<file path="src/bus_pkg.sv">
// bus widths, frame lengths, opcode enum and the two line structs
package bus_pkg;

	// address and data widths carried on the wire
	localparam int ADDR_LEN = 12;
	localparam int DATA_LEN = 8;
	// frame length in bits, opcode field first
	localparam int RD_FRAME_LEN = 2 + ADDR_LEN;
	localparam int WR_FRAME_LEN = 2 + ADDR_LEN + DATA_LEN;

	// opcode, first two bits of every frame
	typedef enum logic [1:0]
	{
		op_nop   = 2'b00,
		op_write = 2'b10,
		op_read  = 2'b11
	} bus_op_e;

	// master to slave wire bundle
	typedef struct packed
	{
		logic sdo;
		logic master_valid;
		logic master_ready;
	} bus_m2s_t;

	// slave to master wire bundle
	typedef struct packed
	{
		logic sdi;
		logic slave_valid;
		logic slave_ready;
	} bus_s2m_t;

endpackage

</file>
<file path="src/host_pkg.sv">
// host command and response structs
package host_pkg;

	import bus_pkg::*;

	// one host command, as written into the register block
	typedef struct packed
	{
		bus_op_e             op;
		logic [ADDR_LEN-1:0] addr;
		logic [DATA_LEN-1:0] wdata;
	} host_cmd_t;

	// completion record
	// rdata zero for a write
	typedef struct packed
	{
		bus_op_e             op;
		logic [ADDR_LEN-1:0] addr;
		logic [DATA_LEN-1:0] rdata;
	} host_rsp_t;

endpackage

</file>
<file path="src/master_cmd_regs.sv">
// command/status registers, start pulse and response capture for the master
`timescale 1ns/10ps

module master_cmd_regs
	import bus_pkg::*, host_pkg::*;
(
	input  logic                clk,
	input  logic                reset,
	input  host_cmd_t           cmd,
	input  logic                cmd_valid,
	input  logic                tx_done,
	input  logic                rx_done,
	input  logic [DATA_LEN-1:0] rx_data,
	output host_cmd_t           cur_cmd,
	output logic                start,
	output logic                busy,
	output host_rsp_t           rsp,
	output logic                rsp_valid
);

	logic accept;
	logic done;

	// only taken while idle, nop never reaches the line
	assign accept = cmd_valid && !busy && (cmd.op != op_nop);
	// write ends with the outgoing frame
	// read ends with the returned byte
	assign done = (tx_done && (cur_cmd.op == op_write)) ||
		(rx_done && (cur_cmd.op == op_read));

	always_ff @(posedge clk or posedge reset)
	begin
		if (reset)
		begin
			busy      <= 1'b0;
			start     <= 1'b0;
			rsp_valid <= 1'b0;
		end
		else
		begin
			// kick the output port the cycle after acceptance
			start     <= accept;
			rsp_valid <= busy && done;
			// busy covers the rsp_valid cycle too
			if (accept)
				busy <= 1'b1;
			else if (rsp_valid)
				busy <= 1'b0;
		end
	end

	// command held stable for the whole transfer
	always_ff @(posedge clk)
	begin
		if (accept)
			cur_cmd <= cmd;
		if (done)
		begin
			rsp.op    <= cur_cmd.op;
			rsp.addr  <= cur_cmd.addr;
			rsp.rdata <= (cur_cmd.op == op_read) ? rx_data : '0;
		end
	end

endmodule

</file>
<file path="config.mk">
export PLATFORM = sky130hd
export DESIGN_NAME = master_cmd_regs
export DESIGN_NICKNAME = d
export VERILOG_FILES = /design/src/bus_pkg.sv /design/src/host_pkg.sv /design/src/master_cmd_regs.sv
export SDC_FILE = /design/constraint.sdc
export NUM_CORES = 1
export LEC_CHECK = 0
export ABC_AREA = 1
export ABC_CLOCK_PERIOD_IN_PS = 2250
export BUFFER_PORTS_ARGS = -buffer_cell sky130_fd_sc_hd__buf_2
export CAP_MARGIN = 20
export CORE_MARGIN = 3
export CORE_UTILIZATION = 40
export DETAILED_ROUTE_END_ITERATION = 10
export GPL_TIMING_DRIVEN = 1
export PLACE_DENSITY = 0.77
export SYNTH_ARGS = -nofsm -noshare
export SYNTH_HDL_FRONTEND = slang
export SYNTH_SLANG_ARGS = --single-unit
</file>
<file path="constraint.sdc">
create_clock -name clk -period 2.25 [get_ports clk]
set_input_delay 0.225 -clock clk [delete_from_list [all_inputs] [get_ports clk]]
set_output_delay 0.225 -clock clk [all_outputs]
set_load 0.02 [all_outputs]
</file>
## Word-level counts from Yosys, hierarchy flattened

Index checks and enable logic that the tools add are counted.

- Equal/unequal tests: 2
- Muxes and demuxes: 2
- Reduce and logical (&&, ||, !) cells: 9

Operators by type and width:

| operator | number |
|---|---|
| $logic_and A1 B1 Y1 | 5 |
| $eq A2 B2 Y1 const B | 2 |
| $reduce_bool A2 Y1 | 2 |
| $mux W1 | 2 |
| $logic_not A1 Y1 | 1 |
| $logic_or A1 B1 Y1 | 1 |

- Register bits after elaboration: 47
- Input port bits: 35
- Output and inout bits: 47
- Logic and storage cells: 22

## Longest topological paths before layout

- Depth in word-level cells: 4
- Depth in mapped cells: 4
- Depth with buffers taken out: 4

## Least setup slack after synthesis

No wires, ideal clock.

- Path kind: reg2reg
- Start: reg cur_cmd[20] (netlist name)
- End: reg rsp[0] (netlist name) (enable)
- Setup time: 379 ps
- Arrival time: 1171 ps
- Data required time: 1871 ps
- Slack: 700 ps
- Stages on the path, launching flop included: 4
- Path buffers: 0
- Clock period less this slack: 1550 ps
- Path through: edfxtp_1 > inv_1 > nand3_1 > nand2_1

- Word-level cells in the longest chain between the ends: 3
- Elaborated cells between the ends (all ways): 5
- Classes of those cells: eq/ne (2); reduce/logical (3)

RTL lines:

| what | RTL line | RTL |
|---|---|---|
| from (decl) | master_cmd_regs.sv:14 | `output host_cmd_t cur_cmd,` |
| from (signal assigned) | master_cmd_regs.sv:56 | `cur_cmd <= cmd;` |
| $eq A2 B2 Y1 (on tied branches) | master_cmd_regs.sv:28, master_cmd_regs.sv:29 |  |
| $logic_and A1 B1 Y1 (on tied branches) | master_cmd_regs.sv:28, master_cmd_regs.sv:29 |  |
| $logic_or A1 B1 Y1 (*) | master_cmd_regs.sv:28 | `assign done = (tx_done && (cur_cmd.op == op_write)) \|\|` |
| net done | master_cmd_regs.sv:22 | `logic done;` |
| to (decl) | master_cmd_regs.sv:17 | `output host_rsp_t rsp,` |

The timed path passes the listed nets; every way through them passes the cells marked *.
A chain may end at the register's enable or synchronous reset.

## Worst setup path after layout

- Start: reg busy
- End: reg cur_cmd[13] (netlist name) (enable)

- Word-level cells in the longest chain between the ends: 3

RTL lines:

| what | RTL line | RTL |
|---|---|---|
| from (decl) | master_cmd_regs.sv:16 | `output logic busy,` |
| from (signal assigned) | master_cmd_regs.sv:35 | `busy <= 1'b0;` |
| from (signal assigned) | master_cmd_regs.sv:46 | `busy <= 1'b1;` |
| from (signal assigned) | master_cmd_regs.sv:48 | `busy <= 1'b0;` |
| $logic_not A1 Y1 | master_cmd_regs.sv:25 | `assign accept = cmd_valid && !busy && (cmd.op != op_nop);` |
| $logic_and A1 B1 Y1 (2 in series) | master_cmd_regs.sv:25 |  |
| net accept | master_cmd_regs.sv:21 | `logic accept;` |

The timed path passes the listed nets, and every way through them passes these cells.

==> results.tsv <==
metric	value	unit
fp.dieH	67.6	um
run_status	finished clean	
vias	927	
synth_top_family_by_area	simple AND/OR/NAND/NOR gates	
clk_pin_slew_worst_paths	0.08	ns
avgSynthCellArea	19.7	um2
grt_max_degree	24	
worstMarginPinSlew	0.270	ns
grt_pass1_wl	4.21	mm
htreeDepth	2	
drt_first_pass_iters	4	
fin_tns_setup	0	ns
cts_tree	done	
drive_gt1_share	53.3	%
dieArea	4570	um2
n_antenna_cell	0	
initial_utilization	43.4	%
synth_compound_gate_area_share	0.660	%
placed_area	1990	um2
end_kind	flip-flop	
max_cap_violations	0	
final_util	59.8	%
synth_ff_type	edfxtp_1	
synth_simple_gate_area_share	4.04	%
drtAntennaViolNets	0	
r2r_start	busy$_DFFE_PP0P_	
hold_viol_final	0	
min_from	cmd[6]	
syn-cell-area	1520	um2
cts_buffers	5	
multiInputGateArea	71.3	um2
async_reset_ff_share	6.38	%
cts_max_path_buffers	2	
routed_wl	2.85	mm
core	3490	um2
yosys-mux-area-fraction	0	%
overflow	0	
routedWlPerCell	13.3	um
post-cts-setup-buffers	0	
yosysWarnings	0	
synth_adder_area_share	0	%
num_io_pins	82	
track_usage	13.3	%
p_per_area	942	nW/um2
drc	0	
synth_commonest_cells	edfxtp_1 (44), inv_1 (13), nor2_1 (9), dfrtp_1 (3), nand2_1 (3)	
area_growth	37.9	%
worstPathArrival	1.29	ns
synth_top_cell_area_share	87.1	%
synthDistinctLibCells	9	
maxSlewHeadroom	81.8	%
synth_xor_area_share	0	%
clk_latency	0.29	ns
antenna_found_initial	0	
critical_path_class	reg -> reg	
timing.final.crit_period	1.31	ns
synth-seq-cells	47	
io_buffers	81	
synth.net_count	112	
std_cell_rows	21	
rr_worst_depth	4	
clkSinkCount	47	
hold_class	in -> reg	
cp_max_fo	23	
fillers	285	
nets	203	
synthCells	77	
critPathLaunchType	flip-flop	
routabilityCongestion	0.760	
rsz0062_at_grt	no	
post-route-period-util	58.4	%
viasPerCell	4.31	
synth.yosys.seq_area_share	92.1	%
holdPathStages	1	
fp.dieW	67.6	um
cts_root_buffer	clkbuf_8	
cp_data_required_time	2.23	ns
reg2reg_to	cur_cmd[13]$_DFFE_PP_	
fmax	762	MHz
seq_area	1400	um2
yosys.area.top_type	edfxtp_1	
first_iter_violations	46	
synth-edff-count	44	
synthTopCellsByArea	edfxtp_1 (87%), dfrtp_1 (5.0%), inv_1 (3.2%)	
hpwl	2.25	mm
finClkSkew	0.00833	ns
vdd_drop_max	0.665	mV
worstHoldEndpoint	cur_cmd[6]$_DFFE_PP_	
setup_violations	0	
stdcell_area	2090	um2
rrSetupSlack	0.94	ns
drv_slew	0	
leakagePower	0.943	nW
grt_pass1_vias	919	
synth_most_common_cell	edfxtp_1	
## per-layer routing
| metal | routed length, um | GRT usage (%) |
|---|---|---|
| met1 | 918 | 12.5 |
| met2 | 1550 | 23.3 |
| met3 | 368 | 8.32 |
| met4 | 17 | 4.56 |
| met5 | 0 | 0 |
## final cells by class
cell class | count | share of cell area, %
Clock inverter | 3 | 0.838
Inverter | 13 | 2.33
Tap cell | 46 | 2.75
Timing Repair Buffer | 84 | 20.6
Sequential cell | 47 | 66.8
Multi-Input combinational cell | 17 | 3.41
Clock buffer | 5 | 3.29
## power breakdown
part / switching, mW / internal [mW]
Clock: 0.265 / 0.217
Sequential: 0.0388 / 1.09
Combinational: 0.246 / 0.109
Total: 0.550 / 1.42
## flip-flops by register name, indices dropped and copies added, names as in the netlist
signal,flops
cur_cmd,22
rsp,22
start,1
busy,1
rsp_valid,1
## layout by cell type, fill, tap and decap left out
cell type,count
inv_1,13
clkinv_1,1
buf_4,2
inv_6,1
dfrtp_1,3
edfxtp_1,44
nor2_1,9
nand3_1,2
o21ai_0,1
clkbuf_8,5
dlygate4sd3_1,1
a21oi_1,1
or2_0,1
buf_2,81
nand2_1,3
clkinv_2,1
## worst max path at each step
stage                                from                    end  slack [ns]  cells after the start
global route        cur_cmd[20]$_DFFE_PP_   rsp[3]$_SDFFCE_PP0P_        0.80                      4
floorplan           cur_cmd[20]$_DFFE_PP_   rsp[0]$_SDFFCE_PP0P_        0.70                      3
detailed placement       busy$_DFFE_PP0P_  cur_cmd[12]$_DFFE_PP_        0.93                      4
global placement    cur_cmd[20]$_DFFE_PP_      rsp[19]$_DFFE_PP_        1.04                      4
CTS                      busy$_DFFE_PP0P_  cur_cmd[12]$_DFFE_PP_        0.91                      4
finish                   busy$_DFFE_PP0P_  cur_cmd[13]$_DFFE_PP_        0.94                      4
## timing repair
action	4_1_cts	5_1_grt
hold buffers	1	0
hold endpoints to repair	3	0
setup endpoints to repair	0	0
gates resized for setup	0	0
## cells by family after synthesis
kind of cell / Yosys count
DFF: 47
and+or+nand+nor: 15
buffers and inverters: 13
AOI/OAI and AO/OA: 2
## per-stage QoR
stage               total power [mW]  setup WS, ns  instances  hold WS (ns)
floorplan                       1.35         0.700         77       -0.0214
detailed placement              1.51         0.926        206        0.0959
finish                          1.97         0.937        215         0.103
global placement                1.50          1.04        206        0.0870
global route                    2.06         0.804        215        0.0846
CTS                             1.99         0.912        215        0.0956
## critical path, stage by stage (launching register included)
cell,delay [ns]
dfrtp_1,0.41
nor2_1,0.11
o21ai_0,0.13
inv_1,0.07
buf_4,0.27
Note: power is estimated with default switching activity, not from simulation.
