## src/bus_pkg.sv

```systemverilog
// bus widths, frame lengths, opcode enum and the two line structs
package bus_pkg;

	// address and data widths carried on the wire
	localparam int ADDR_LEN = 12;
	localparam int DATA_LEN = 8;
	// frame length in bits, opcode field first
	localparam int RD_FRAME_LEN = 2 + ADDR_LEN;
	localparam int WR_FRAME_LEN = 2 + ADDR_LEN + DATA_LEN;

	// opcode, first two bits of every frame
	typedef enum logic [1:0]
	{
		op_nop   = 2'b00,
		op_write = 2'b10,
		op_read  = 2'b11
	} bus_op_e;

	// master to slave wire bundle
	typedef struct packed
	{
		logic sdo;
		logic master_valid;
		logic master_ready;
	} bus_m2s_t;

	// slave to master wire bundle
	typedef struct packed
	{
		logic sdi;
		logic slave_valid;
		logic slave_ready;
	} bus_s2m_t;

endpackage

```

## src/host_pkg.sv

```systemverilog
// host command and response structs
package host_pkg;

	import bus_pkg::*;

	// one host command, as written into the register block
	typedef struct packed
	{
		bus_op_e             op;
		logic [ADDR_LEN-1:0] addr;
		logic [DATA_LEN-1:0] wdata;
	} host_cmd_t;

	// completion record
	// rdata zero for a write
	typedef struct packed
	{
		bus_op_e             op;
		logic [ADDR_LEN-1:0] addr;
		logic [DATA_LEN-1:0] rdata;
	} host_rsp_t;

endpackage

```

## src/master_out_port.sv

```systemverilog
// master output port FSM, frame serializer toward the slave
`timescale 1ns/10ps

module master_out_port
	import bus_pkg::*, host_pkg::*;
(
	input  logic      clk,
	input  logic      reset,
	input  host_cmd_t cur_cmd,
	input  logic      start,
	input  bus_s2m_t  s2m,
	output logic      sdo,
	output logic      master_valid,
	output logic      tx_done
);

	localparam int CNT_W = $clog2(WR_FRAME_LEN);

	typedef enum logic [1:0]
	{
		st_idle,
		st_handshake,
		st_shift
	} state_e;

	state_e                  state;
	logic [WR_FRAME_LEN-1:0] frame_sr;
	logic [CNT_W-1:0]        bit_cnt;
	logic [CNT_W-1:0]        last_bit;
	logic                    shift_en;

	// read frames stop after the address
	assign last_bit = (cur_cmd.op == op_write) ? CNT_W'(WR_FRAME_LEN - 1) :
		CNT_W'(RD_FRAME_LEN - 1);
	// line bit is always the shift register LSB
	assign sdo = frame_sr[0];
	// bit 0 moves on the handshake, the rest every cycle
	assign shift_en = ((state == st_handshake) && s2m.slave_ready) || (state == st_shift);

	always_ff @(posedge clk or posedge reset)
	begin
		if (reset)
		begin
			state        <= st_idle;
			bit_cnt      <= '0;
			master_valid <= 1'b0;
			tx_done      <= 1'b0;
		end
		else
		begin
			tx_done <= 1'b0;
			case (state)
				st_idle:
				begin
					if (start)
					begin
						bit_cnt      <= '0;
						master_valid <= 1'b1;
						state        <= st_handshake;
					end
				end
				st_handshake:
				begin
					// hold bit 0 until the slave is free
					if (s2m.slave_ready)
					begin
						bit_cnt <= CNT_W'(1);
						state   <= st_shift;
					end
				end
				st_shift:
				begin
					if (bit_cnt == last_bit)
					begin
						// last bit leaves on this edge
						master_valid <= 1'b0;
						tx_done      <= 1'b1;
						state        <= st_idle;
					end
					else
						bit_cnt <= bit_cnt + 1'b1;
				end
				default:
					state <= st_idle;
			endcase
		end
	end

	// frame layout, LSB first per field: op, addr, then wdata
	always_ff @(posedge clk)
	begin
		if ((state == st_idle) && start)
			frame_sr <= {cur_cmd.wdata, cur_cmd.addr, cur_cmd.op};
		else if (shift_en)
			frame_sr <= frame_sr >> 1;
	end

endmodule

```

## config.mk

```make
export PLATFORM = sky130hd
export DESIGN_NAME = master_out_port
export DESIGN_NICKNAME = d
export VERILOG_FILES = /design/src/bus_pkg.sv /design/src/host_pkg.sv /design/src/master_out_port.sv
export SDC_FILE = /design/constraint.sdc
export NUM_CORES = 1
export LEC_CHECK = 0
export BUFFER_PORTS_ARGS = -buffer_cell sky130_fd_sc_hd__buf_2
export CORE_ASPECT_RATIO = 1.2
export CORE_MARGIN = 5
export CORE_UTILIZATION = 40
export DETAILED_ROUTE_END_ITERATION = 10
export GPL_ROUTABILITY_DRIVEN = 0
export GPL_TIMING_DRIVEN = 0
export MAX_ROUTING_LAYER = met4
export PLACE_DENSITY = 0.6
export RECOVER_POWER = 25
export SYNTH_ARGS = -nofsm -noshare
export SYNTH_HDL_FRONTEND = slang
export SYNTH_SLANG_ARGS = --single-unit
```

## constraint.sdc

```tcl
create_clock -name clk -period 2.55 [get_ports clk]
set_input_delay 0.765 -clock clk [delete_from_list [all_inputs] [get_ports clk]]
set_output_delay 0.765 -clock clk [all_outputs]
set_load 0.005 [all_outputs]
```

# [Yosys cells after proc, flatten, opt, wreduce, memory -nomap -nowiden]
# Index checks and enable logic that the tools add are counted.
[word_totals] reg_bits=31 in_bits=28 output_inout_bits=3 wordCells=40
[classes] add_sub_neg=1 eq_ne=8 mux=16 reduce_logical=10
[ops] operator="2-to-1 mux 22 bit" n=2
[ops] operator="2-to-1 mux 5 bit" n=4
[ops] operator="case mux 5 bit (3 select lines)" n=1
[ops] operator="2-to-1 mux 2 bit" n=3
[ops] operator="!= test 2 bit (second input constant)" n=3
[ops] operator="case mux 2 bit (3 select lines)" n=1
[ops] operator="AND reduction 3 bit" n=2
[ops] operator="adder 5 x 1 -> 5 bit (second input constant)" n=1
[ops] operator="== test 5 bit" n=1
[ops] operator="== test 2 bit (second input constant)" n=2
[ops] operator="2-to-1 mux 1 bit" n=4
[ops] operator="AND reduction 4 bit" n=1
[ops] operator="nonzero test 2 bit" n=2
[ops] operator="nonzero test 3 bit" n=1
[ops] operator="== test 2 x 1 -> 1 bit (second input constant)" n=1
[ops] operator="logical AND 1 bit" n=2
[ops] operator="zero test 2 bit" n=1
[ops] operator="!= test 2 x 1 -> 1 bit (second input constant)" n=1
[ops] operator="case mux 1 bit (2 select lines)" n=1
[ops] operator="logical OR 1 bit" n=1

# [Logic depth before layout (Yosys ltp)]
[depth] depth_word=5 ltp_mapped=7 mapped_depth_nobuf=6

# [Worst setup path after synthesis]
# Ideal clock, no wire load.
[synth_path] kind="input to register" from="input port start" to="register frame_sr[0], enable pin" setup_time_ns=0.379 t_arrival_ns=1.539 required_time_ns=2.171 slack_ns=0.632 path_stages=3 path_buffers=1 cell_sequence="nand2_1 buf_2 nand2_1"
[synth_via] elab_chain_cells=2
[synth_rtl] item="start: declaration" line="master_out_port.sv:10" source="input logic start,"
[synth_rtl] item="logical AND 1 bit" line="master_out_port.sv:92" source="if ((state == st_idle) && start)"
[synth_rtl] item="nonzero test 2 bit (no line)"
[synth_rtl] item="end signal: assignment" line="master_out_port.sv:93" source="frame_sr <= {cur_cmd.wdata, cur_cmd.addr, cur_cmd.op};"
[synth_rtl] item="end signal: assignment" line="master_out_port.sv:95" source="frame_sr <= frame_sr >> 1;"
[synth_rtl] item="end: declaration" line="master_out_port.sv:27" source="logic [WR_FRAME_LEN-1:0] frame_sr;"
# No other way between the ends.
# A chain may end at the register's enable or synchronous reset.

# [Worst setup path after layout]
[layout_path] from="register state[0]" to="register frame_sr[20], enable pin"
[layout_via] elab_chain_cells=4 elab_cells_between_ends=7 cone_classes="eq/ne (2); reduce/logical (5)"
[layout_rtl] item="start: declaration" line="master_out_port.sv:26" source="state_e state;"
[layout_rtl] item="start signal: assignment" line="master_out_port.sv:44" source="state <= st_idle;"
[layout_rtl] item="start signal: assignment" line="master_out_port.sv:59" source="state <= st_handshake;"
[layout_rtl] item="start signal: assignment" line="master_out_port.sv:68" source="state <= st_shift;"
[layout_rtl] item="== test 2 x 1 -> 1 bit" line="master_out_port.sv:38" source="assign shift_en = ((state == st_handshake) && s2m.slave_ready) || (state == st_shift);"
[layout_rtl] item="logical AND 1 bit" line="master_out_port.sv:38"
[layout_rtl] item="logical OR 1 bit" line="master_out_port.sv:38"
[layout_rtl] item="nonzero test 2 bit (no line) *"
# Every way passes the cells marked *; elsewhere a longest branch is shown, timed or not.

==> results.md <==
* Sw Pwr at approximately 640 uW
* RR Endpoint: frame_sr[20]
* Vias in the first global route at 1128
* RSZ-0062 raised after global routing: no
* Fin util at 0.4867
* CP max-delay cell: nand2_1
* Largest area contributor in the netlist: edfxtp_1
* Largest net degree at the start of global routing at 23
* ANT cells at 0
* Library cells used by synthesis at 31
* Crit Path Category: flop to flop
* Via density at 5.061
* Post-synthesis cell count at about 120
* Static Leakage at 0.7613 nW
* Setup TNS at 0 ns
* Seq pwr share at 0.479
* CTS Hold Bufs at 0
* Max VDD drop at 0.4931 mV
* Clock sink count at 31
* Maximum clock frequency at 438.5 MHz
* Reg2reg path depth at 5
* Vias at 1078
* Sequential area share after synthesis at 0.5417
* Syn nets at 159
* Worst Hold Class: input port to asynchronous set/reset pin
* Worst clock skew at ~0.0060 ns
* Setup repair bufs after CTS at 0
* # nets final at between 150 and 200
* Global Route Usage Sum at 0.1362
* WP data required at roughly 2.4 ns
* Clock transition at path regs at about 0.060 ns
* Cell internal pwr at approximately 1.3 mW
* Max-slew violation count at 0
* CP Launch Type: flop
* Critical path, cell by cell: inv_1, ha_1, nand2_1, buf_2, nand2_1
* First-pass GRT wire length at 5306 um
* Post-synth EDFFs at 22
* Final WL at 3182 um
* CTS Buf Count at 5
* Initial antenna violation count at 0
* Syn Std Cell Area at approximately 1600 sq um
* DRT antenna net count at 0
* Period utilization at 0.8943
* Fillers at 373
* Placed cell area at 1843 sq um
* Yosys warning total at 0
* Post-CTS sizing at 0
* Post-layout min period at 2.281 ns
* DP HPWL at approximately 2400 um
* Logic gate share of total power at 0.336
* DRC Markers at 0
* Slew headroom at 0.4018
* Worst Path Arrival at about 2.1 ns
* Cell area after layout at 1918 sq um
* CTS root buf: clkbuf_8
* H-tree Lvls at 2
* Crit-path max cell delay at 0.58 ns
* P per Cell Area at ~1000 nW/um^2
* Largest cells by area after synthesis: edfxtp_1 (40%), mux2_1 (15%), dfrtp_1 (14%)
* Worst R2R Setup Slack at 0.27 ns
* Clock power frac at 0.185
* Total iterations of the first detailed-routing run at 4
* Drt wl/cell at 14.94 um
* Ys async rst share at 0.2903
* Overflow after GRT at 0
* WHS at 0.4524 ns
* Max Root-Sink Buffers at 2
* Initial core utilization at 0.4149
* RR Startpoint: state[0]
* Chip Width at 68.37 um
* Starting DRT DRC Count at 48
* Endpoints failing setup at 0
* Top FF cell, synth: edfxtp_1
* PortBufs at 28
* Area grow syn2layout at 17.29%
* CP max FO at 22
* Maxcap violations at 0
* Tot Pwr at slightly below 2 mW
* CTS tree: yes
* Most used cell, CP: nand2_1
* Synth Area per Inst at between 10 and 15 sq um
* Net Sw Frac at 0.3268
* Crit end category: flop
* IO Pins at 31
* Share of the synthesized area in the top cell type at 0.4040
* Commonest cells post-synth: edfxtp_1 (22), mux2_1 (22), dfrtp_1 (9)
* Final hold vios at 0
* Worst-skew pair later-pin latency at ~0.28 ns
* Least-Margin Pin Slew at 0.8951 ns
* Die H at roughly 80 um
* Cell Rows at 25
* Total die area at 5472 sq um
* Share of layout cells above drive strength 1 at 0.2453
* Post-synthesis register bit count at 31
* Status: completed
* Core Area at about 3900 sq um
[critical path, delay by kind of cell (launching register included)]
family,cells,cell delay (ns)
adder cells (fa/ha/maj),1,0.26
buffers and inverters,2,0.39
flip-flops,1,0.43
AND/OR/NAND/NOR,2,0.74
[metal layers]
metal	track usage	up-vias	routed length, um
met2	0.2343	24	1644
met1	0.1454	518	1332
met3	0.04085	5	152
li1	-	531	-
met4	0.04771	0	53
met5	-	-	0
[cell families (layout without fill, tap and decap cells)]
group / count (synthesis) / after routing / synth area share
AO/OA/AOI/OAI: 22 / 22 / 0.1018
multiplexers: 22 / 22 / 0.1515
flip-flops: 31 / 31 / 0.5417
adder cells (fa/ha/maj): 8 / 8 / 0.06121
buffers and inverters: 9 / 45 / 0.02295
AND/OR/NAND/NOR: 31 / 31 / 0.1209
[power groups by stage]
stage / clock network [mW] / logic (mW) / registers [mW]
after CTS: 0.377 / 0.677 / 0.947
after detailed placement: 0 / 0.674 / 0.955
after floorplan: 0 / 0.516 / 0.924
after global routing: 0.405 / 0.760 / 0.958
after global placement: 0 / 0.649 / 0.942
final: 0.365 / 0.663 / 0.944
[state kept, by name, indices dropped and copies added, names as in the netlist]
signal and count:
frame_sr 22, tx_done 1, bit_cnt 5, state 2, master_valid 1
[cell usage in the layout, fill, tap and decap left out, types with 2 or more instances in the layout]
master	Yosys	routed
ha_1	8	8
mux2_1	22	22
dfrtp_1	9	9
o2bb2ai_1	2	2
edfxtp_1	22	22
o211ai_1	3	3
nor3_1	2	2
a31oi_1	2	2
clkbuf_8	0	5
a21oi_1	4	4
nand3_1	5	5
o31ai_1	5	5
clkbuf_1	0	4
inv_1	6	6
nand4b_1	2	2
nand2_1	5	5
nand2b_1	3	3
nor2b_1	3	4
o21ai_1	2	2
buf_2	3	28
nor2_1	3	3
[cell type report]
type	count	area [sq um]	area share
Buffer	3	13.76	0.007175
Clock buffer	6	72.57	0.03783
Clock inverter	2	8.758	0.004566
Inverter	6	22.52	0.01174
Multi-Input combinational cell	83	709.4	0.3699
Sequential cell	31	885.9	0.4618
Tap cell	54	67.56	0.03523
Timing Repair Buffer	28	137.6	0.07175
[worst max-delay path by stage]
stage,from,end,slack (ns),depth (start not counted)
after floorplan,start,frame_sr[0],0.63,3
after global placement,start,frame_sr[3],0.20,4
after detailed placement,start,frame_sr[4],0.14,4
after CTS,state[0],frame_sr[17],0.22,5
after global routing,state[0],frame_sr[18],0.04,5
final,state[0],frame_sr[20],0.27,5
[metrics by stage]
| step | setup slack, ns | cells |
|---|---|---|
| after global placement | 0.1995 | 205 |
| after global routing | 0.04028 | 213 |
| after CTS | 0.2246 | 213 |
| after detailed placement | 0.1366 | 205 |
| after floorplan | 0.6324 | 123 |
| final | 0.2694 | 213 |
Note: power is estimated with default switching activity, not from simulation.
