<file path="config.mk">
export PLATFORM = sky130hd
export DESIGN_NAME = master_in_port
export DESIGN_NICKNAME = d
export VERILOG_FILES = /design/src/bus_pkg.sv /design/src/host_pkg.sv /design/src/master_in_port.sv
export SDC_FILE = /design/constraint.sdc
export NUM_CORES = 1
export LEC_CHECK = 0
export ABC_AREA = 1
export BUFFER_PORTS_ARGS = -buffer_cell sky130_fd_sc_hd__buf_2
export CORE_MARGIN = 5
export CORE_UTILIZATION = 35
export CTS_BUF_LIST = sky130_fd_sc_hd__clkbuf_16
export CTS_CLUSTER_DIAMETER = 30
export CTS_CLUSTER_SIZE = 28
export DETAILED_ROUTE_END_ITERATION = 12
export PLACE_DENSITY = 0.62
export SKIP_LAST_GASP = 1
export SLEW_MARGIN = 20
export SYNTH_ARGS = -nofsm -noshare
export SYNTH_HDL_FRONTEND = slang
export SYNTH_SLANG_ARGS = --single-unit
</file>
<file path="constraint.sdc">
create_clock -name clk -period 1.3 [get_ports clk]
set_input_delay 0.39 -clock clk [delete_from_list [all_inputs] [get_ports clk]]
set_output_delay 0.39 -clock clk [all_outputs]
set_load 0.02 [all_outputs]
</file>
<file path="src/bus_pkg.sv">
// bus widths, frame lengths, opcode enum and the two line structs
package bus_pkg;

	// address and data widths carried on the wire
	localparam int ADDR_LEN = 12;
	localparam int DATA_LEN = 8;
	// frame length in bits, opcode field first
	localparam int RD_FRAME_LEN = 2 + ADDR_LEN;
	localparam int WR_FRAME_LEN = 2 + ADDR_LEN + DATA_LEN;

	// opcode, first two bits of every frame
	typedef enum logic [1:0]
	{
		op_nop   = 2'b00,
		op_write = 2'b10,
		op_read  = 2'b11
	} bus_op_e;

	// master to slave wire bundle
	typedef struct packed
	{
		logic sdo;
		logic master_valid;
		logic master_ready;
	} bus_m2s_t;

	// slave to master wire bundle
	typedef struct packed
	{
		logic sdi;
		logic slave_valid;
		logic slave_ready;
	} bus_s2m_t;

endpackage

</file>
<file path="src/host_pkg.sv">
// host command and response structs
package host_pkg;

	import bus_pkg::*;

	// one host command, as written into the register block
	typedef struct packed
	{
		bus_op_e             op;
		logic [ADDR_LEN-1:0] addr;
		logic [DATA_LEN-1:0] wdata;
	} host_cmd_t;

	// completion record
	// rdata zero for a write
	typedef struct packed
	{
		bus_op_e             op;
		logic [ADDR_LEN-1:0] addr;
		logic [DATA_LEN-1:0] rdata;
	} host_rsp_t;

endpackage

</file>
<file path="src/master_in_port.sv">
// master input port FSM, read data deserializer from the slave
`timescale 1ns/10ps

module master_in_port
	import bus_pkg::*, host_pkg::*;
(
	input  logic                clk,
	input  logic                reset,
	input  host_cmd_t           cur_cmd,
	input  logic                tx_done,
	input  bus_s2m_t            s2m,
	output logic                master_ready,
	output logic [DATA_LEN-1:0] data,
	output logic                rx_done
);

	localparam int CNT_W = $clog2(DATA_LEN);

	typedef enum logic [1:0]
	{
		st_idle,
		st_wait_hs,
		st_receive
	} state_e;

	state_e           state;
	logic [CNT_W-1:0] bit_cnt;
	logic             handshake;
	logic             sample;

	// first read bit, both sides ready
	assign handshake = (state == st_wait_hs) && s2m.slave_valid && master_ready;
	// one bit per cycle after the handshake
	assign sample = handshake || (state == st_receive);

	always_ff @(posedge clk or posedge reset)
	begin
		if (reset)
		begin
			state        <= st_idle;
			bit_cnt      <= '0;
			master_ready <= 1'b1;
			rx_done      <= 1'b0;
		end
		else
		begin
			rx_done <= 1'b0;
			case (state)
				st_idle:
				begin
					// arm once the read frame has gone out
					if (tx_done && (cur_cmd.op == op_read))
					begin
						bit_cnt <= '0;
						state   <= st_wait_hs;
					end
				end
				st_wait_hs:
				begin
					if (handshake)
					begin
						bit_cnt      <= CNT_W'(1);
						master_ready <= 1'b0;
						state        <= st_receive;
					end
				end
				st_receive:
				begin
					if (bit_cnt == CNT_W'(DATA_LEN - 1))
					begin
						// last bit sampled on this edge
						bit_cnt      <= '0;
						master_ready <= 1'b1;
						rx_done      <= 1'b1;
						state        <= st_idle;
					end
					else
						bit_cnt <= bit_cnt + 1'b1;
				end
				default:
					state <= st_idle;
			endcase
		end
	end

	// LSB first, bit index follows the counter
	always_ff @(posedge clk)
	begin
		if (sample)
			data[bit_cnt] <= s2m.sdi;
	end

endmodule

</file>
# Yosys cells after proc, flatten, opt, wreduce, memory -nomap -nowiden
# Cells that the tools add are included.
# Widths: inputs -> output; s select.
[totals]
register_bits = 15
latchBits = 0
ramBits = 0
rom_bits = 0
input_bits = 28
output_inout_bits = 10
word_cells = 42
memories = 0
[classes]
add_sub_neg = 1
n_mul = 0
div = 0
n_lt_le_gt_ge = 2
n_eq_ne = 7
shifts = 0
mux = 16
bitwise_logic = 0
reduce_logical = 11
[op_table]
columns = ["operator", "count"]
rows = [
  ["$mux 3", 3],
  ["$pmux 3 s3", 1],
  ["$reduce_and 3->1", 3],
  ["$bwmux 8", 1],
  ["$mux 2", 3],
  ["$pmux 2 s3", 1],
  ["$mux 1", 5],
  ["$eq 2x2->1 const B", 2],
  ["$logic_and 1x1->1", 4],
  ["$lt 3x4->1 const B", 1],
  ["$ne 2x2->1 const B", 2],
  ["$add 3x1->3 const B", 1],
  ["$demux 1 s3", 1],
  ["$eq 3x3->1 const B", 1],
  ["$ge 3x1->1 const B", 1],
  ["$reduce_bool 3->1", 1],
  ["$eq 2x1->1 const B", 1],
  ["$logic_not 2->1", 1],
  ["$ne 2x1->1 const B", 1],
  ["$pmux 1 s2", 1],
  ["$reduce_bool 2->1", 1],
  ["$logic_or 1x1->1", 1],
]

# Depth between registers and ports, before layout
# Gate-level depths: netlist of the first run.
[depth]
ltp_word = 5
depth_mapped = 7
mapped_depth_nobuf = 7

# Worst setup path before layout of the first run
# Ideal clock, no wire load.
[synth_timing]
path_type = "reg2reg"
startpoint = "register state[1]"
endpoint = "register data[1] (enable)"
setup_time_ns = 0.299
t_arrival_ns = 1.020
required_time_ns = 1.001
slack_ns = -0.019
stages_incl_launch_ff = 7
n_path_buf = 0
period_less_slack_ns = 1.319
path_cell_list = "dfrtp_1 inv_1 ha_1 nand3_2 nand2_1 nand2_1 nor2_1"
[synth_between]
elab_chain_cells = 4
word_cells_on_any_way = 5
classes_between = "eq/ne (2); reduce/logical (3)"
[synth_rtl]
columns = ["element", "line", "source"]
rows = [
  ["start, declared", "master_in_port.sv:26", "state_e state;"],
  ["start signal, assigned", "master_in_port.sv:40", "state <= st_idle;"],
  ["start signal, assigned", "master_in_port.sv:55", "state <= st_wait_hs;"],
  ["start signal, assigned", "master_in_port.sv:64", "state <= st_receive;"],
  ["$eq 2x1->1", "master_in_port.sv:32", "assign handshake = (state == st_wait_hs) && s2m.slave_valid && master_ready;"],
  ["$logic_and 1x1->1 (2 in a row)", "master_in_port.sv:32", ""],
  ["$logic_or 1x1->1 (*)", "master_in_port.sv:34", "assign sample = handshake || (state == st_receive);"],
  ["end signal, assigned by index", "master_in_port.sv:90", "data[bit_cnt] <= s2m.sdi;"],
  ["end, declared", "master_in_port.sv:13", "output logic [DATA_LEN-1:0] data,"],
]
# Mark *: on every way between the ends. The rest lies on a longest branch, timed or not.
# A chain may end at the register's enable or synchronous reset.

# Worst setup path after layout of the first run
[layout_timing]
startpoint = "register master_ready"
endpoint = "output port master_ready"
[layout_rtl]
columns = ["element", "line", "source"]
rows = [
  ["start, declared", "master_in_port.sv:12", "output logic master_ready,"],
  ["start signal, assigned", "master_in_port.sv:42", "master_ready <= 1'b1;"],
  ["start signal, assigned", "master_in_port.sv:63", "master_ready <= 1'b0;"],
  ["start signal, assigned", "master_in_port.sv:73", "master_ready <= 1'b1;"],
]
# No word-level cell between the ends.

==> impl_metrics.env, run 1 <==
export IMPL_end_kind="output port"
export IMPL_num_io_pins=38
export IMPL_yosysUniqueCellTypes=12
export IMPL_wl_per_cell_microns=10.8
export IMPL_cp_required_ps=910
export IMPL_r2r_setup_slack_ps=-20
export IMPL_grt_max_degree=10
export IMPL_yosys_register_bits=15
export IMPL_clkSinkCount=15
export IMPL_max_freq_ghz=0.754
export IMPL_fill_cells=183
export IMPL_worstSetupPathType="flip-flop to output port"
export IMPL_cts_tree="built"
export IMPL_synthTopCellsByArea="edfxtp_1 (32%), dfrtp_1 (20%), nand2_1 (12%), ha_1 (9.9%), inv_1 (6.0%)"
export IMPL_fin_crit_ps=1330
export IMPL_violations="negative setup slack"
export IMPL_area_growth_pct=51.7
export IMPL_grtUsageTotal_pct=8.94
export IMPL_fin_nets=145
export IMPL_die_y_microns=56.5
export IMPL_post_synth_top_area_cell="edfxtp_1"
export IMPL_gp_congestion=0.752
export IMPL_skew_ps=3.61
export IMPL_min_period_over_period_pct=102
export IMPL_grt_pass1_wl_microns=2260
export IMPL_clk_latency_ps=240
export IMPL_syn_avg_cell_area_sq_um=9.45
export IMPL_fin_area_sq_um=1150
export IMPL_critPathTopFamily="flip-flops"
export IMPL_die_area_sq_um=3190
export IMPL_critPathMaxStageDelay_ps=570
export IMPL_clk_path_buf_depth=2
export IMPL_worst_path_max_fanout=3
export IMPL_r2r_start="state[1]$_DFFE_PP0P_"
export IMPL_relSlewSlack_pct=79.9
export IMPL_start_util_pct=37.8
export IMPL_cp_data_arrival_time_ps=940
export IMPL_synth_top_area_share_pct=31.8
export IMPL_dr_pass1_iters=4
export IMPL_gr_total_overflow=0
export IMPL_die_w_microns=56.5
export IMPL_ant_nets=0
export IMPL_rr_worst_depth=6
export IMPL_cp_cell_sequence="buf_6"
export IMPL_path_clk_slew_ps=50
export IMPL_critPathBufInv=1
export IMPL_first_global_vias=556
export IMPL_yosysSeqAreaShare_pct=55.1
export IMPL_peakVddDrop_v=0.00126
export IMPL_ys_flop_type="edfxtp_1"
export IMPL_synth_edf_count=8
export IMPL_postSynth_asyncResetShare_pct=46.7
export IMPL_slew_viol_final=0
export IMPL_r2r_end="data[7]$_DFFE_PP_"
export IMPL_core_area_sq_um=2000
export IMPL_start_kind="flip-flop"
export IMPL_vias_per_cell=4.58
export IMPL_drive_gt1_share_pct=50.0
export IMPL_outcome="finished, violations left"
export IMPL_synth_nets=114
export IMPL_netlist_top_cells_count="nand2_1 (25), inv_1 (12), edfxtp_1 (8), nor2_1 (8)"
export IMPL_htreeDepth=1
export IMPL_numCtsBuffers=3
export IMPL_hold_path_class="input pin to asynchronous set/reset pin"
export IMPL_hold_buffers=0
export IMPL_power_density_nw_per_um2=1910
export IMPL_antennaDiodeCount=0
export IMPL_finish_utilization_pct=57.3
export IMPL_leakagePower_nw=0.547
export IMPL_power_mw=2.19
export IMPL_cpMaxStageDelayCell="dfstp_2"
export IMPL_clock_tree_root_cell="clkbuf_16"
export IMPL_drt_drc_violations_left=0
export IMPL_antenna_found_initial=0
export IMPL_ys_warn_count=0
export IMPL_fin_tns_setup_ps=-66.0
export IMPL_placed_cell_area_sq_um=942
export IMPL_num_rows=16
export IMPL_drv_cap=0
export IMPL_hpwl_microns=1050
export IMPL_syn_area_sq_um=756
export IMPL_worstMarginPinSlew_ps=301
export IMPL_vias=628
export IMPL_synth_cells=80
export IMPL_rsz0062_at_grt="true"
export IMPL_drt_initial_drc_count=11
export IMPL_setup_viol_count_final=6
export IMPL_synth_most_common_cell="nand2_1"
export IMPL_hold_violations=0
export IMPL_drt_total_wl_microns=1480
export IMPL_holdWs_ps=82.3
export IMPL_fin_ws_ps=-26.6
export IMPL_io_buffers=16
## power by group
group | leakage, nW | internal [mW] | switching (mW) | total [mW]
sequential | 0.163 | 0.566 | 0.0428 | 0.609
combinational | 0.343 | 0.431 | 0.566 | 0.997
clock | 0.0409 | 0.409 | 0.174 | 0.583
## how the worst max path moves through the flow
stage,cells past startpoint,slack (ps),start,to
5_1_grt,6,-70,state[1]$_DFFE_PP0P_,data[3]$_DFFE_PP_
4_1_cts,6,-20,state[1]$_DFFE_PP0P_,data[3]$_DFFE_PP_
6_report,1,-30,master_ready$_DFFE_PP1P_,master_ready
2_1_floorplan,5,-5,state[0]$_DFFE_PP0P_,bit_cnt[1]$_DFFE_PP0P_
3_3_place_gp,6,-50,state[1]$_DFFE_PP0P_,data[0]$_DFFE_PP_
3_5_place_dp,6,-70,state[1]$_DFFE_PP0P_,data[6]$_DFFE_PP_
## per-stage QoR
step                cells  setup WS (ps)
finish                137          -26.6
global route          137          -68.7
CTS                   136          -20.3
detailed placement    132          -70.8
global placement      132          -50.1
floorplan              80          -5.22
## area by class of cell
| class | count | area [sq um] | share of cell area (%) |
|---|---|---|---|
| multi-input combinational | 53 | 409 | 35.7 |
| sequential | 15 | 417 | 36.4 |
| inverter | 12 | 45.0 | 3.93 |
| tap | 27 | 33.8 | 2.95 |
| clock inverter | 1 | 5.00 | 0.437 |
| timing repair buffer | 26 | 161 | 14.1 |
| clock buffer | 3 | 75.1 | 6.55 |
## layer usage
layer / global-route usage [%] / up-vias / share of wire [%]
met5: 0 / - / 0
met4: 3.05 / 0 / 0
met3: 3.67 / 0 / 6.7
met2: 14.4 / 18 / 51
met1: 10.7 / 289 / 43
li1: - / 321 / -
## layout by cell type (no fill, tap or decap)
cell type,Yosys,routed
nand2_1,25,20
buf_2,0,15
buf_4,0,10
inv_1,12,9
edfxtp_1,8,8
nand4_1,6,6
dfrtp_1,6,6
nor2_2,0,4
nor2_4,0,4
nand2_2,1,3
nand3_1,3,3
inv_2,0,3
nand2_4,0,3
ha_1,6,3
ha_4,0,3
clkbuf_16,0,3
nand3_2,3,2
nand3_4,0,1
or2_4,0,1
clkinv_2,0,1
dfstp_2,1,1
buf_6,0,1
## state kept, by name (all words and copies together), names as in the netlist
name          flops
bit_cnt           3
state             2
master_ready      1
data              8
rx_done           1
## logic make-up (layout without fill, tap and decap cells)
group	Yosys count	count (layout)	share of synthesized area, %
buffers and inverters	12	42	5.96
flip-flops	15	15	55.1
adder cells (fa/ha/maj)	6	6	9.93
AND/OR/NAND/NOR	47	47	29.0
## worst reg2reg max path, delay by kind of cell (launching register included)
kind,cells,cell delay [ps]
adder cells (fa/ha/maj),1,160
buffers and inverters,1,110
flip-flops,1,380
AND/OR/NAND/NOR,4,390
## what timing repair did
item / CTS / global route
hold endpoints to repair: 0 / 0
resized for setup: 10 / 20
pin swaps: 2 / 5
buffers inserted: 0 / 1
setup endpoints to repair: 12 / 15
(Power assumes the default switching activity.)
==> inputs of run 2 (changes only) <==
- CORE_UTILIZATION: 35 -> 39
- PLACE_DENSITY: 0.62 -> 0.69
==> impl_metrics.env, run 2 (synthesis results as in run 1) <==
export IMPL_reg_top3="data (8), bit_cnt (3), state (2)"
export IMPL_leakagePower_nw=0.550
export IMPL_grt_pass1_wl_microns=2490
export IMPL_fin_nets=145
export IMPL_power_internal_mw=1.45
export IMPL_clk_path_buf_depth=2
export IMPL_power_switching_mw=0.815
export IMPL_skew_ps=2.77
export IMPL_end_kind="output port"
export IMPL_fin_crit_ps=1320
export IMPL_core_area_sq_um=1900
export IMPL_swShare_pct=35.9
export IMPL_cp_cell_sequence="buf_6"
export IMPL_drv_cap=0
export IMPL_clkSinkCount=15
export IMPL_cp_required_ps=910
export IMPL_vias=620
export IMPL_hold_path_class="input pin to asynchronous set/reset pin"
export IMPL_antenna_found_initial=0
export IMPL_numCtsBuffers=3
export IMPL_relSlewSlack_pct=81.4
export IMPL_critPathTopFamily="flip-flops"
export IMPL_io_buffers=16
export IMPL_start_util_pct=39.7
export IMPL_start_kind="flip-flop"
export IMPL_holdWs_ps=73.7
export IMPL_clock_tree_root_cell="clkbuf_16"
export IMPL_gp_congestion=0.799
export IMPL_comb_power_share_pct=47.3
export IMPL_critPathBufInv=1
export IMPL_power_density_nw_per_um2=1950
export IMPL_drt_total_wl_microns=1580
export IMPL_seqPwrFrac_pct=27.3
export IMPL_hold_violations=0
export IMPL_largest_reg_flops=8
export IMPL_die_y_microns=54.0
export IMPL_worstSetupPathType="flip-flop to output port"
export IMPL_area_growth_pct=53.6
export IMPL_regMostFlops="data"
export IMPL_slew_viol_final=0
export IMPL_worstMarginPinSlew_ps=279
export IMPL_violations="negative setup slack"
export IMPL_final_common_cell="nand2_1"
export IMPL_rsz0062_at_grt="true"
export IMPL_die_area_sq_um=2920
export IMPL_grtUsageTotal_pct=11.9
export IMPL_outcome="finished, violations left"
export IMPL_cpMaxStageDelayCell="dfstp_2"
export IMPL_pre_cts_slack_ps=-56.4
export IMPL_dr_pass1_iters=4
export IMPL_antennaDiodeCount=0
export IMPL_min_period_over_period_pct=102
export IMPL_htreeDepth=1
export IMPL_wl_per_cell_microns=11.5
export IMPL_grt_max_degree=10
export IMPL_first_global_vias=582
export IMPL_fin_area_sq_um=1160
export IMPL_placed_cell_area_sq_um=942
export IMPL_max_freq_ghz=0.758
export IMPL_hpwl_microns=1080
export IMPL_drt_drc_violations_left=0
export IMPL_drt_initial_drc_count=7
export IMPL_fin_ws_ps=-19.5
export IMPL_critPathMaxStageDelay_ps=560
export IMPL_mostFrequentLayoutCells="nand2_1 (18), buf_2 (15), inv_1 (9), buf_4 (9), edfxtp_1 (8)"
export IMPL_gr_total_overflow=0
export IMPL_setup_viol_count_final=1
export IMPL_ant_nets=0
export IMPL_cp_data_arrival_time_ps=930
export IMPL_path_clk_slew_ps=50
export IMPL_num_io_pins=38
export IMPL_hold_buffers=0
export IMPL_clk_latency_ps=240
export IMPL_cts_tree="built"
export IMPL_fill_cells=146
export IMPL_num_rows=16
export IMPL_drive_gt1_share_pct=52.7
export IMPL_worst_path_max_fanout=3
export IMPL_p_clk_share_pct=25.4
export IMPL_finish_utilization_pct=61.1
export IMPL_vias_per_cell=4.53
export IMPL_peakVddDrop_v=0.00136
export IMPL_die_w_microns=54.0
## run 2: cell counts in the layout (fill, tap and decap cells not counted)
Identical to the previous run, type by type.
## run 2: what timing repair did
item	CTS	global route
buffers inserted	0	1
endpoints found under the hold margin	0	0
gates resized for setup	12	23
setup endpoints to repair	14	15
pin swaps	3	5
## run 2: power by group through the flow
stage / clock (mW) / sequential [mW] / combinational [mW]
6_report: 0.577 / 0.619 / 1.07
5_1_grt: 0.619 / 0.630 / 1.19
4_1_cts: 0.585 / 0.611 / 0.818
3_5_place_dp: 0 / 0.606 / 0.758
3_3_place_gp: 0 / 0.604 / 0.748
2_1_floorplan: 0 / 0.624 / 0.472
## run 2: stage by stage
step | std cells | power, mW | TNS [ps]
6_report | 137 | 2.27 | -19.5
5_1_grt | 137 | 2.44 | -462
4_1_cts | 136 | 2.01 | -38.0
3_5_place_dp | 132 | 1.36 | -402
3_3_place_gp | 132 | 1.35 | -327
2_1_floorplan | 80 | 1.10 | -7.11
## run 2: worst paths after layout
| check | from | to | slack (ps) | cells after the start |
|---|---|---|---|---|
| max | master_ready$_DFFE_PP1P_ | master_ready | -20 | 1 |
| min | reset | bit_cnt[0]$_DFFE_PP0P_ | 70 | 2 |
| max reg2reg | state[1]$_DFFE_PP0P_ | bit_cnt[0]$_DFFE_PP0P_ | 20 | 7 |
| min reg2reg | master_ready$_DFFE_PP1P_ | master_ready$_DFFE_PP1P_ | 490 | 2 |
| max in group asynchronous | reset | master_ready$_DFFE_PP1P_ | 950 | 2 |
| min in group clk | s2m[2] | data[5]$_DFFE_PP_ | 420 | 1 |
## run 2: layout make-up
cell class / count / area (sq um) / area share [%]
Multi-Input combinational cell: 53 / 417 / 35.9
Clock buffer: 3 / 75.1 / 6.47
Timing Repair Buffer: 26 / 165 / 14.2
Inverter: 12 / 47.5 / 4.09
Sequential cell: 15 / 418 / 36.0
Tap cell: 27 / 33.8 / 2.91
Clock inverter: 1 / 5.00 / 0.431
## run 2: routing by layer
layer | vias up | share of wire, % | GRT usage, %
met4 | 0 | 0.76 | 4.98
met2 | 16 | 52 | 21.2
li1 | 324 | - | -
met5 | - | 0 | 0
met1 | 278 | 41 | 13.5
met3 | 2 | 6.5 | 2.77
==> inputs of run 3 (changes only) <==
- BUFFER_PORTS_ARGS: -buffer_cell sky130_fd_sc_hd__buf_2 -> default
- CORE_UTILIZATION: 39 -> 45
- DONT_BUFFER_PORTS: default -> 1
- PLACE_DENSITY: 0.69 -> default
- PLACE_DENSITY_LB_ADDON: default -> 0.05
==> impl_metrics.env, run 3 (synthesis results as in run 1) <==
export IMPL_relSlewSlack_pct=80.2
export IMPL_r2r_start="state[1]$_DFFE_PP0P_"
export IMPL_antenna_found_initial=0
export IMPL_met3_usage_pct=2.91
export IMPL_critPathBufInv=1
export IMPL_cp_required_ps=910
export IMPL_drive_gt1_share_pct=40.2
export IMPL_grt_most_used_layer="met2"
export IMPL_critPathTopFamily="flip-flops"
export IMPL_hp_start="s2m[2]"
export IMPL_grtUsageMet1_pct=13.0
export IMPL_drt_drc_violations_left=0
export IMPL_largest_reg_flops=8
export IMPL_hold_violations=0
export IMPL_clock_tree_root_cell="clkbuf_16"
export IMPL_first_global_vias=566
export IMPL_critPathMaxStageDelay_ps=550
export IMPL_worst_path_max_fanout=2
export IMPL_max_freq_ghz=0.755
export IMPL_slew_viol_final=0
export IMPL_final_common_cell="nand2_1"
export IMPL_start_util_pct=49.0
export IMPL_die_area_sq_um=2600
export IMPL_numCtsBuffers=3
export IMPL_gp_congestion=0.748
export IMPL_skew_ps=4.05
export IMPL_num_io_pins=38
export IMPL_fin_crit_ps=1320
export IMPL_fill_cells=113
export IMPL_drt_initial_drc_count=6
export IMPL_fin_tns_setup_ps=-24.3
export IMPL_grtUsageTotal_pct=11.8
export IMPL_worstSetupPathType="flip-flop to output port"
export IMPL_cts_tree="built"
export IMPL_fin_ws_ps=-24.2
export IMPL_start_kind="flip-flop"
export IMPL_reg_top3="data (8), bit_cnt (3), state (2)"
export IMPL_wl_per_cell_microns=12.2
export IMPL_worstMarginPinSlew_ps=297
export IMPL_hpwl_microns=1040
export IMPL_vias=576
export IMPL_dr_pass1_iters=4
export IMPL_core_area_sq_um=1540
export IMPL_vias_per_cell=5.10
export IMPL_clkSinkCount=15
export IMPL_antennaDiodeCount=0
export IMPL_holdWs_ps=245
export IMPL_setup_viol_count_final=2
export IMPL_multi_input_area_sq_um=397
export IMPL_regMostFlops="data"
export IMPL_layout_area_seq_sq_um=417
export IMPL_ant_nets=0
export IMPL_path_clk_slew_ps=50
export IMPL_leakagePower_nw=0.495
export IMPL_cp_cell_sequence="buf_4"
export IMPL_use_met2_pct=20.5
export IMPL_io_buffers=0
export IMPL_grt_max_degree=10
export IMPL_violations="negative setup slack"
export IMPL_grt_pass1_wl_microns=2350
export IMPL_mostFrequentLayoutCells="nand2_1 (21), buf_4 (12), inv_1 (10), edfxtp_1 (8)"
export IMPL_rsz0062_at_grt="true"
export IMPL_die_y_microns=51.0
export IMPL_power_density_nw_per_um2=2040
export IMPL_drt_total_wl_microns=1380
export IMPL_cp_data_arrival_time_ps=930
export IMPL_outcome="finished, violations left"
export IMPL_clk_latency_ps=240
export IMPL_drv_cap=0
export IMPL_end_kind="output port"
export IMPL_clk_path_buf_depth=2
export IMPL_fin_nets=132
export IMPL_cp_startpoint="master_ready$_DFFE_PP1P_"
export IMPL_peakVddDrop_v=0.00142
export IMPL_hold_path_class="input pin to flip-flop"
export IMPL_num_rows=14
export IMPL_htreeDepth=1
export IMPL_cpMaxStageDelayCell="dfstp_2"
export IMPL_area_growth_pct=39.9
export IMPL_min_period_over_period_pct=102
export IMPL_gr_total_overflow=0
export IMPL_die_w_microns=51.0
-- run 3: final timing paths --
check | to | slack [ps] | depth (start not counted)
max in group asynchronous | master_ready$_DFFE_PP1P_ | 490 | 2
min in group asynchronous | rx_done$_DFF_PP0_ | 530 | 2
setup / recovery | master_ready | -20 | 1
hold / removal | data[7]$_DFFE_PP_ | 250 | 0
hold reg to reg | state[0]$_DFFE_PP0P_ | 580 | 2
setup reg to reg | data[6]$_DFFE_PP_ | 0 | 6
-- run 3: worst reg2reg max path, cell delays in order, from the launching register on --
cell and delay [ps]:
dfrtp_1 400, inv_2 120, ha_4 160, nand3_4 80, nand2_4 90, nand2_4 80, nor2_4 100
-- run 3: layout make-up --
type / instances / area share, %
repair buffers: 13 / 9.47
clock inverters: 1 / 0.355
well taps: 16 / 1.89
inverters: 12 / 4.26
flip-flops and latches: 15 / 39.4
multi-input cells: 53 / 37.5
clock buffers: 3 / 7.10
-- run 3: metal layers --
layer,vias to the layer above,wire length [microns],part of all wire [%]
li1,296,-,-
met1,261,587,43
met2,15,713,52
met3,4,47,3.4
met4,0,29,2.1
met5,-,0,0
-- run 3: through the flow --
stage / worst slack, ps / util, % / area [sq um] / cells / total power [mW]
floorplan: -5.22 / - / 761 / 80 / 1.10
global placement: -56.2 / 55.5 / 856 / 106 / 1.35
detailed placement: -91.5 / 55.5 / 856 / 106 / 1.36
CTS: -30.5 / 64.9 / 1000 / 113 / 2.08
global route: -80.4 / 68.6 / 1060 / 113 / 2.32
finish: -24.2 / 68.6 / 1060 / 113 / 2.15
-- run 3: timing repair --
item	CTS	global route
setup buffers	2	0
hold endpoints to repair	6	0
pin swaps	3	2
endpoints found under the setup margin	13	14
hold buffers	1	0
resized for setup	11	14
-- run 3: report_power, final --
group | switching [mW] | total, mW | internal, mW
sequential | 0.0561 | 0.624 | 0.567
clock | 0.163 | 0.568 | 0.405
combinational | 0.526 | 0.963 | 0.437
total | 0.745 | 2.15 | 1.41
